<file path="src/common/spi_regs_params.svh">
`ifndef SPI_REGS_PARAMS_SVH
`define SPI_REGS_PARAMS_SVH

// bits in one valid configuration frame
// high byte address, low byte value
`define FRAME_BITS 16

// register map
// led bits
`define ADDR_LED 7
// peripheral select mask
`define ADDR_MUX 8
// dac control bits
`define ADDR_DAC 9

// width of peripheral select mask and chip select vector
// bit 0 dac, bit 1 adc
`define SEL_W 8

// upper bound in system cycles for any wait loop
// a frame takes about 8 cycles per bit
`define WAIT_LIMIT 2000

`endif

</file>
<file path="src/common/spi_regs_pkg.sv">
package spi_regs_pkg;

  // register address, high byte of a frame
  typedef logic [7:0] reg_addr_t;

  // register value, low byte of a frame
  typedef logic [7:0] reg_val_t;

  // one frame as shifted in, msb first
  // address ends up in the high byte
  typedef struct packed {
    reg_addr_t addr;
    reg_val_t  val;
  } spi_frame_t;

  // two leds on the board
  typedef logic [1:0] led_t;

  // dac control pins, board order
  // msb first
  typedef struct packed {
    logic uni_bip_b;
    logic uni_bip_a;
    logic dac_rst;
    logic ldac;
  } dac_ctrl_t;

endpackage

</file>
<file path="src/common/wb_if.sv">
`timescale 1ns/1ns

// wishbone classic, write only use
// single master, single slave
interface wb_if
  import spi_regs_pkg::*;
();

  // bus cycle in progress
  logic      cyc;
  // transfer strobe
  logic      stb;
  // write enable
  logic      we;
  // register address
  reg_addr_t adr;
  // write data
  reg_val_t  dat_w;
  // one cycle acknowledge from slave
  logic      ack;

  // frame receiver side
  modport master (
    output cyc,
    output stb,
    output we,
    output adr,
    output dat_w,
    input  ack
  );

  // register bank side
  modport slave (
    input  cyc,
    input  stb,
    input  we,
    input  adr,
    input  dat_w,
    output ack
  );

endinterface

</file>
<file path="src/spi_rx/spi_frame_rx.sv">
`timescale 1ns/1ns

`include "spi_regs_params.svh"

module spi_frame_rx
  import spi_regs_pkg::*;
(
  input  logic cs,
  input  logic rst_n,
  input  logic spi_sclk,
  input  logic spi_ss_n,
  input  logic spi_mosi,
  input  logic spi_special,
  wb_if.master wb
);

  // bit counter saturates at all ones
  localparam int CNT_W = 5;
  localparam logic [CNT_W-1:0] CNT_MAX = '1;
  localparam logic [CNT_W-1:0] CNT_FRAME = CNT_W'(`FRAME_BITS);
  // sync order {special, mosi, ss_n, sclk}
  // ss_n idles high so no false end of frame after reset
  localparam logic [3:0] SYNC_IDLE = 4'b0010;

  logic [3:0]       sync_q1;
  logic [3:0]       sync_q2;
  logic             sclk_s;
  logic             ss_n_s;
  logic             mosi_s;
  logic             special_s;
  logic             sclk_d;
  logic             ss_n_d;
  logic             sclk_fall;
  logic             ss_rise;
  logic             shift_en;
  logic             frame_ok;
  spi_frame_t       shift_q;
  logic [CNT_W-1:0] bit_cnt;

  // two flop synchronizers plus one delay stage for edges
  always_ff @(posedge cs or negedge rst_n)
  begin
    if (!rst_n)
    begin
      sync_q1 <= SYNC_IDLE;
      sync_q2 <= SYNC_IDLE;
      sclk_d  <= 1'b0;
      ss_n_d  <= 1'b1;
    end
    else
    begin
      sync_q1 <= {spi_special, spi_mosi, spi_ss_n, spi_sclk};
      sync_q2 <= sync_q1;
      sclk_d  <= sclk_s;
      ss_n_d  <= ss_n_s;
    end
  end

  assign sclk_s    = sync_q2[0];
  assign ss_n_s    = sync_q2[1];
  assign mosi_s    = sync_q2[2];
  assign special_s = sync_q2[3];

  // data sampled on falling sclk
  assign sclk_fall = sclk_d && !sclk_s;
  // slave select released, frame done
  assign ss_rise   = !ss_n_d && ss_n_s;
  // only config frames shift, pass through traffic is ignored
  assign shift_en  = sclk_fall && !ss_n_s && !special_s;
  // exact length check, anything else is thrown away
  assign frame_ok  = ss_rise && (bit_cnt == CNT_FRAME) && !special_s;

  // shift register, msb first
  always_ff @(posedge cs)
  begin
    if (shift_en)
    begin
      shift_q <= spi_frame_t'({shift_q[`FRAME_BITS-2:0], mosi_s});
    end
  end

  // bit count, restarts at every frame end
  always_ff @(posedge cs or negedge rst_n)
  begin
    if (!rst_n)
    begin
      bit_cnt <= '0;
    end
    else if (ss_rise)
    begin
      bit_cnt <= '0;
    end
    else if (shift_en && (bit_cnt != CNT_MAX))
    begin
      bit_cnt <= bit_cnt + 1'b1;
    end
  end

  // wishbone master control
  // held until ack, frames arriving meanwhile are dropped
  always_ff @(posedge cs or negedge rst_n)
  begin
    if (!rst_n)
    begin
      wb.cyc <= 1'b0;
      wb.stb <= 1'b0;
      wb.we  <= 1'b0;
    end
    else if (wb.cyc)
    begin
      if (wb.ack)
      begin
        wb.cyc <= 1'b0;
        wb.stb <= 1'b0;
        wb.we  <= 1'b0;
      end
    end
    else if (frame_ok)
    begin
      wb.cyc <= 1'b1;
      wb.stb <= 1'b1;
      wb.we  <= 1'b1;
    end
  end

  // address and data captured with the request
  always_ff @(posedge cs)
  begin
    if (frame_ok && !wb.cyc)
    begin
      wb.adr   <= shift_q.addr;
      wb.dat_w <= shift_q.val;
    end
  end

  // stb only inside a bus cycle
  a_stb_in_cyc: assert property (@(posedge cs) disable iff (!rst_n)
    wb.stb |-> wb.cyc)
    else $error("wishbone stb high without cyc");

  // request held steady until the slave answers
  a_req_stable: assert property (@(posedge cs) disable iff (!rst_n)
    (wb.stb && !wb.ack) |=> (wb.stb && $stable(wb.adr) && $stable(wb.dat_w)))
    else $error("wishbone request changed before ack");

endmodule

</file>
<file path="src/source/reg_bank.sv">
`timescale 1ns/1ns

`include "spi_regs_params.svh"

module reg_bank
  import spi_regs_pkg::*;
(
  input  logic      cs,
  input  logic      rst_n,
  wb_if.slave       wb,
  output reg_val_t  sel_mask,
  output led_t      led,
  output dac_ctrl_t dac_ctrl
);

  logic ack_q;
  logic wr_en;

  // write blocked in the ack cycle so one write per request
  assign wr_en = wb.cyc && wb.stb && wb.we && !ack_q;

  // registered ack one cycle after stb
  // low again in the next cycle even if stb is still up
  always_ff @(posedge cs or negedge rst_n)
  begin
    if (!rst_n)
    begin
      ack_q <= 1'b0;
    end
    else
    begin
      ack_q <= wb.cyc && wb.stb && !ack_q;
    end
  end

  assign wb.ack = ack_q;

  // register writes commit with the ack
  // zero after reset leaves leds off and dac pins low with no peripheral selected
  always_ff @(posedge cs or negedge rst_n)
  begin
    if (!rst_n)
    begin
      sel_mask <= '0;
      led      <= '0;
      dac_ctrl <= '0;
    end
    else if (wr_en)
    begin
      case (wb.adr)
        // full byte mask
        reg_addr_t'(`ADDR_MUX):
        begin
          sel_mask <= wb.dat_w;
        end
        // two low bits only
        reg_addr_t'(`ADDR_LED):
        begin
          led <= led_t'(wb.dat_w[1:0]);
        end
        // four low bits in dac_ctrl_t order
        reg_addr_t'(`ADDR_DAC):
        begin
          dac_ctrl <= dac_ctrl_t'(wb.dat_w[3:0]);
        end
        // unknown address is acked and ignored
        default:
        begin
        end
      endcase
    end
  end

  // ack is a single pulse
  a_ack_pulse: assert property (@(posedge cs) disable iff (!rst_n)
    wb.ack |=> !wb.ack)
    else $error("wishbone ack high for two cycles");

endmodule

</file>
<file path="src/source/cs_router.sv">
`timescale 1ns/1ns

`include "spi_regs_params.svh"

module cs_router
  import spi_regs_pkg::*;
(
  input  logic              cs,
  input  logic              spi_sclk,
  input  logic              spi_ss_n,
  input  logic              spi_mosi,
  input  logic              spi_special,
  input  reg_val_t          sel_mask,
  output logic [`SEL_W-1:0] periph_cs_n,
  output logic              periph_sclk,
  output logic              periph_mosi
);

  logic [`SEL_W-1:0] sel_bits;
  logic              pass_en;

  // mask bits that map onto peripheral selects
  assign sel_bits = sel_mask[`SEL_W-1:0];

  // bus handed through only in special mode
  // and only with something selected
  assign pass_en = spi_special && !spi_ss_n && (|sel_bits);

  // purely combinational, no added delay on the peripheral clock
  always_comb
  begin
    if (spi_special)
    begin
      // low where the mask is set while ss_n is low
      periph_cs_n = ~(sel_bits & {`SEL_W{~spi_ss_n}});
    end
    else
    begin
      // config frame in progress, keep every peripheral off the bus
      periph_cs_n = '1;
    end
  end

  // clock and data parked low when not passing through
  assign periph_sclk = pass_en ? spi_sclk : 1'b0;
  assign periph_mosi = pass_en ? spi_mosi : 1'b0;

  // no peripheral ever sees a config frame
  a_idle_in_config: assert property (@(posedge cs)
    !spi_special |-> (&periph_cs_n))
    else $error("peripheral selected while special is low");

endmodule

</file>
<file path="src/source/panel_top.sv">
`timescale 1ns/1ns

`include "spi_regs_params.svh"

module panel_top
  import spi_regs_pkg::*;
(
  input  logic              cs,
  input  logic              rst_n,
  // microcontroller spi
  input  logic              spi_sclk,
  input  logic              spi_ss_n,
  input  logic              spi_mosi,
  input  logic              spi_special,
  // board leds
  output logic [1:0]        led,
  // {uni_bip_b, uni_bip_a, dac_rst, ldac}
  output logic [3:0]        dac_ctrl,
  // bit 0 dac, bit 1 adc, rest spare
  output logic [`SEL_W-1:0] periph_cs_n,
  output logic              periph_sclk,
  output logic              periph_mosi
);

  reg_val_t  sel_mask;
  led_t      led_q;
  dac_ctrl_t dac_q;

  // receiver to register bank
  wb_if u_wb ();

  // frame input, wishbone master
  spi_frame_rx u_rx (
    .cs          (cs),
    .rst_n       (rst_n),
    .spi_sclk    (spi_sclk),
    .spi_ss_n    (spi_ss_n),
    .spi_mosi    (spi_mosi),
    .spi_special (spi_special),
    .wb          (u_wb.master)
  );

  // mask, led and dac registers
  reg_bank u_regs (
    .cs       (cs),
    .rst_n    (rst_n),
    .wb       (u_wb.slave),
    .sel_mask (sel_mask),
    .led      (led_q),
    .dac_ctrl (dac_q)
  );

  // pass through to selected peripherals
  cs_router u_router (
    .cs          (cs),
    .spi_sclk    (spi_sclk),
    .spi_ss_n    (spi_ss_n),
    .spi_mosi    (spi_mosi),
    .spi_special (spi_special),
    .sel_mask    (sel_mask),
    .periph_cs_n (periph_cs_n),
    .periph_sclk (periph_sclk),
    .periph_mosi (periph_mosi)
  );

  // register fields out to the pins
  assign led      = led_q;
  assign dac_ctrl = dac_q;

endmodule

</file>
<file path="config.mk">
export PLATFORM = sky130hd
export DESIGN_NAME = panel_top
export DESIGN_NICKNAME = d
export VERILOG_FILES = /design/src/common/spi_regs_pkg.sv /design/src/common/wb_if.sv /design/src/spi_rx/spi_frame_rx.sv /design/src/source/reg_bank.sv /design/src/source/cs_router.sv /design/src/source/panel_top.sv
export VERILOG_INCLUDE_DIRS = /design/src /design/src/common
export SDC_FILE = /design/constraint.sdc
export NUM_CORES = 1
export LEC_CHECK = 0
export BUFFER_PORTS_ARGS = -buffer_cell sky130_fd_sc_hd__buf_2
export CORE_ASPECT_RATIO = 1.2
export CORE_UTILIZATION = 28
export CTS_CLUSTER_SIZE = 8
export DETAILED_ROUTE_END_ITERATION = 8
export PLACE_DENSITY = 0.51
export SLEW_MARGIN = 20
export SYNTH_ARGS = -nofsm -noshare
export SYNTH_HDL_FRONTEND = slang
export SYNTH_HIERARCHICAL = 1
export SYNTH_SLANG_ARGS = --single-unit
</file>
<file path="constraint.sdc">
create_clock -name cs -period 3.8 [get_ports cs]
set_clock_uncertainty 0.1 [all_clocks]
set_input_delay 0.19 -clock cs [delete_from_list [all_inputs] [get_ports cs]]
set_output_delay 0.19 -clock cs [all_outputs]
set_load 0.1 [all_outputs]
</file>
==> impl_metrics.yaml <==
worst_setup_path:
  cp-end-kind: "flop"
  r2r-start: "u_rx/sync_q2[1]"
  reg2reg_slack_ps: 1590
  r2r-end: "u_rx/wb.adr[1]"
  r2r_cells: 2
  critPathLaunchType: "flop"
  cp_max_fo: 18
  crit_type: "flop to flop"
  required_ps: 3650
  worstPathArrival_ps: 2060
pwr:
  peakVddDrop_uv: 228
  p_int_mw: 1.06
  pwr-share-clk_pct: 41.9
  leakagePower_nw: 1.15
  pwr-share-seq_pct: 56.3
  pwr-share-comb_pct: 1.8
  sw_frac_of_total_pct: 19.3
  p_switching_mw: 0.254
  power_density_nw_per_um2: 466
status:
  status: "completed"
grt:
  grt_pass1_vias: 1262
  grt_max_degree: 33
  overflow: 0
  grt_use_total_pct: 10.7
  antenna_found_initial: 0
  grt_pass1_wl_um: 6730
die:
  core_region_area_um2: 8150
  fp.dieW_um: 85.9
  initial_core_util_pct: 29.0
  ios: 22
  rows: 36
  die-area_um2: 8810
  chipHeight_um: 103
sta:
  rsz0062_at_grt: "no"
  fmax_mhz: 453
  finalSetupViolCount: 0
  hold_viol: 0
  finalSetupTns_ps: 0
  tightest_slew_ps: 897
  min_period_over_period_pct: 58.1
  post-route-min-period_ps: 2210
  drv_slew: 0
  slew_headroom_pct: 40.1
cells_and_area:
  area_delta_synth_final_pct: 19.4
  diodes: 0
  fin_cells: 293
  drive_gt1_share_pct: 31.8
  final_nets: 183
yosys:
  yosysUniqueCellTypes: 35
  synth_ff_type: "edfxtp_1"
  synth-seq-cells: 64
  ys_warn_count: 6
  synth_edf_count: 32
  yosysSeqAreaShare_pct: 74.7
  synth_async_sr_flop_share_pct: 50.0
  synth_fp_nets: 150
  syn_area_per_cell_um2: 16.8
  synthCells: 141
  synth_area_um2: 2360
hold_path:
  min_to: "u_rx/sync_q2[3]"
  whs_path_depth: 0
  hold_class: "flop to flop"
  hp-start: "u_rx/sync_q1[3]"
place:
  gp_congestion: 0.779
  portBuffers: 21
  post-dp-hpwl_um: 2650
  dpl.cell_count: 272
route:
  num_vias: 1231
  routedWlPerCell_um: 13.7
  viasPerCell: 4.20
  first_pass_iters: 4
  drtIter0Drc: 57
  drt-total-wl_um: 4020
  drtAntennaViolNets: 0
  drcViolationCount: 0
clock_network:
  clk_latency_ps: 330
  cts_buffers: 9
  clk_pin_slew_ps: 60
  cts_setup_buffers: 0
  hold_buffers: 5
  cts_tree: "done"
  clockBufferDepth: 2
  cts_resized: 0
  cts_sinks: 64
  root_buffer: "clkbuf_8"
  htreeDepth: 3
job:
  maxCapViolCount: 0
[logic make-up (layout without fill, tap and decap cells)]
kind of cell | Yosys count | in the layout | share of synthesized area [%]
AND/OR/NAND/NOR | 36 | 36 | 11.0
adder cells (fa/ha/maj) | 3 | 3 | 1.59
buffers and inverters | 10 | 48 | 2.17
multiplexers | 14 | 14 | 7.31
flip-flops | 64 | 64 | 74.7
AO/OA/AOI/OAI | 14 | 14 | 3.28
[sequential cells by signal, indices dropped and copies added (netlist names)]
register / flops
u_rx/sync_q2: 4
u_rx/sclk_d: 1
u_rx/bit_cnt: 5
u_rx/sync_q1: 4
u_rx/wb.stb: 1
u_rx/wb.adr: 8
u_regs/wb.ack: 1
u_regs/sel_mask: 8
u_regs/led: 2
u_rx/wb.cyc: 1
u_rx/wb.dat_w: 8
u_rx/ss_n_d: 1
u_rx/shift_q: 16
u_regs/dac_ctrl: 4
[per-layer routing]
layer | wire length [um] | global-route usage [%] | up-vias
met2 | 2010 | 16.2 | 21
met4 | 63 | 7.18 | 0
li1 | - | - | 586
met5 | 0 | 0 | -
met1 | 1850 | 13.4 | 618
met3 | 101 | 2.80 | 6
[area by class of cell]
type	instances	area, um^2
Timing Repair Buffer	26	155
Inverter	6	22.5
Tap cell	114	143
Multi-Input combinational cell	67	547
Fill cell	791	5330
Sequential cell	64	1770
Clock buffer	12	145
Clock inverter	4	43.8
[per-stage QoR]
stage               power (mW)  hold slack (ps)  utilization [%]  cell area, um^2  worst slack (ps)
finish                    1.32              252             34.6             2820              1590
global route              1.38              259             34.6             2820              1420
CTS                       1.34              253             34.6             2820              1570
detailed placement       0.775              199             31.7             2580              1580
global placement         0.775              206             31.7             2580              1590
floorplan                0.761             -206                -             2360              1610
[critical path, cell delays in order (launching register included)]
cell and delay, ps:
dfstp_2 530, nor2b_1 340, and4b_1 860
[placed cells by master (no fill, tap or decap), drive strengths merged, types with 4 or more instances in the layout]
cell / n
buf: 21
inv: 6
mux2: 14
edfxtp: 32
nand2: 9
clkbuf: 12
o21ai: 4
nand3: 4
dlygate4sd3: 5
dfrtp: 29
a21oi: 7
[synth_stat cells, types with 3 or more instances]
library cell | instances | area, um^2
inv_1 | 6 | 22.5
edfxtp_1 | 32 | 961
nand2_1 | 9 | 33.8
ha_1 | 3 | 37.5
mux2_4 | 4 | 60.1
dfrtp_1 | 29 | 726
a21oi_1 | 7 | 35.0
mux2_2 | 10 | 113
o21ai_0 | 4 | 20.0
dfstp_2 | 3 | 78.8
nand3_1 | 4 | 20.0
[power by group through the flow]
| stage | combinational [mW] | sequential [mW] | clock, mW |
|---|---|---|---|
| final | 0.0236 | 0.741 | 0.551 |
| after global routing | 0.0278 | 0.741 | 0.610 |
| after CTS | 0.0246 | 0.741 | 0.573 |
| after detailed placement | 0.0205 | 0.754 | 0 |
| after global placement | 0.0208 | 0.754 | 0 |
| after floorplan | 0.00808 | 0.753 | 0 |
[worst max-delay path by stage]
stage                            start                 end  slack (ps)  cells after the start
floorplan           u_regs/sel_mask[3]         periph_mosi        1610                      2
global placement        u_rx/wb.adr[5]  u_regs/sel_mask[4]        1590                      3
detailed placement      u_rx/wb.adr[5]  u_regs/sel_mask[2]        1580                      3
CTS                     u_rx/wb.adr[5]  u_regs/sel_mask[2]        1570                      3
global route           u_rx/sync_q2[1]      u_rx/wb.adr[1]        1420                      2
finish                 u_rx/sync_q2[1]      u_rx/wb.adr[1]        1590                      2
(Power assumes the default switching activity.)
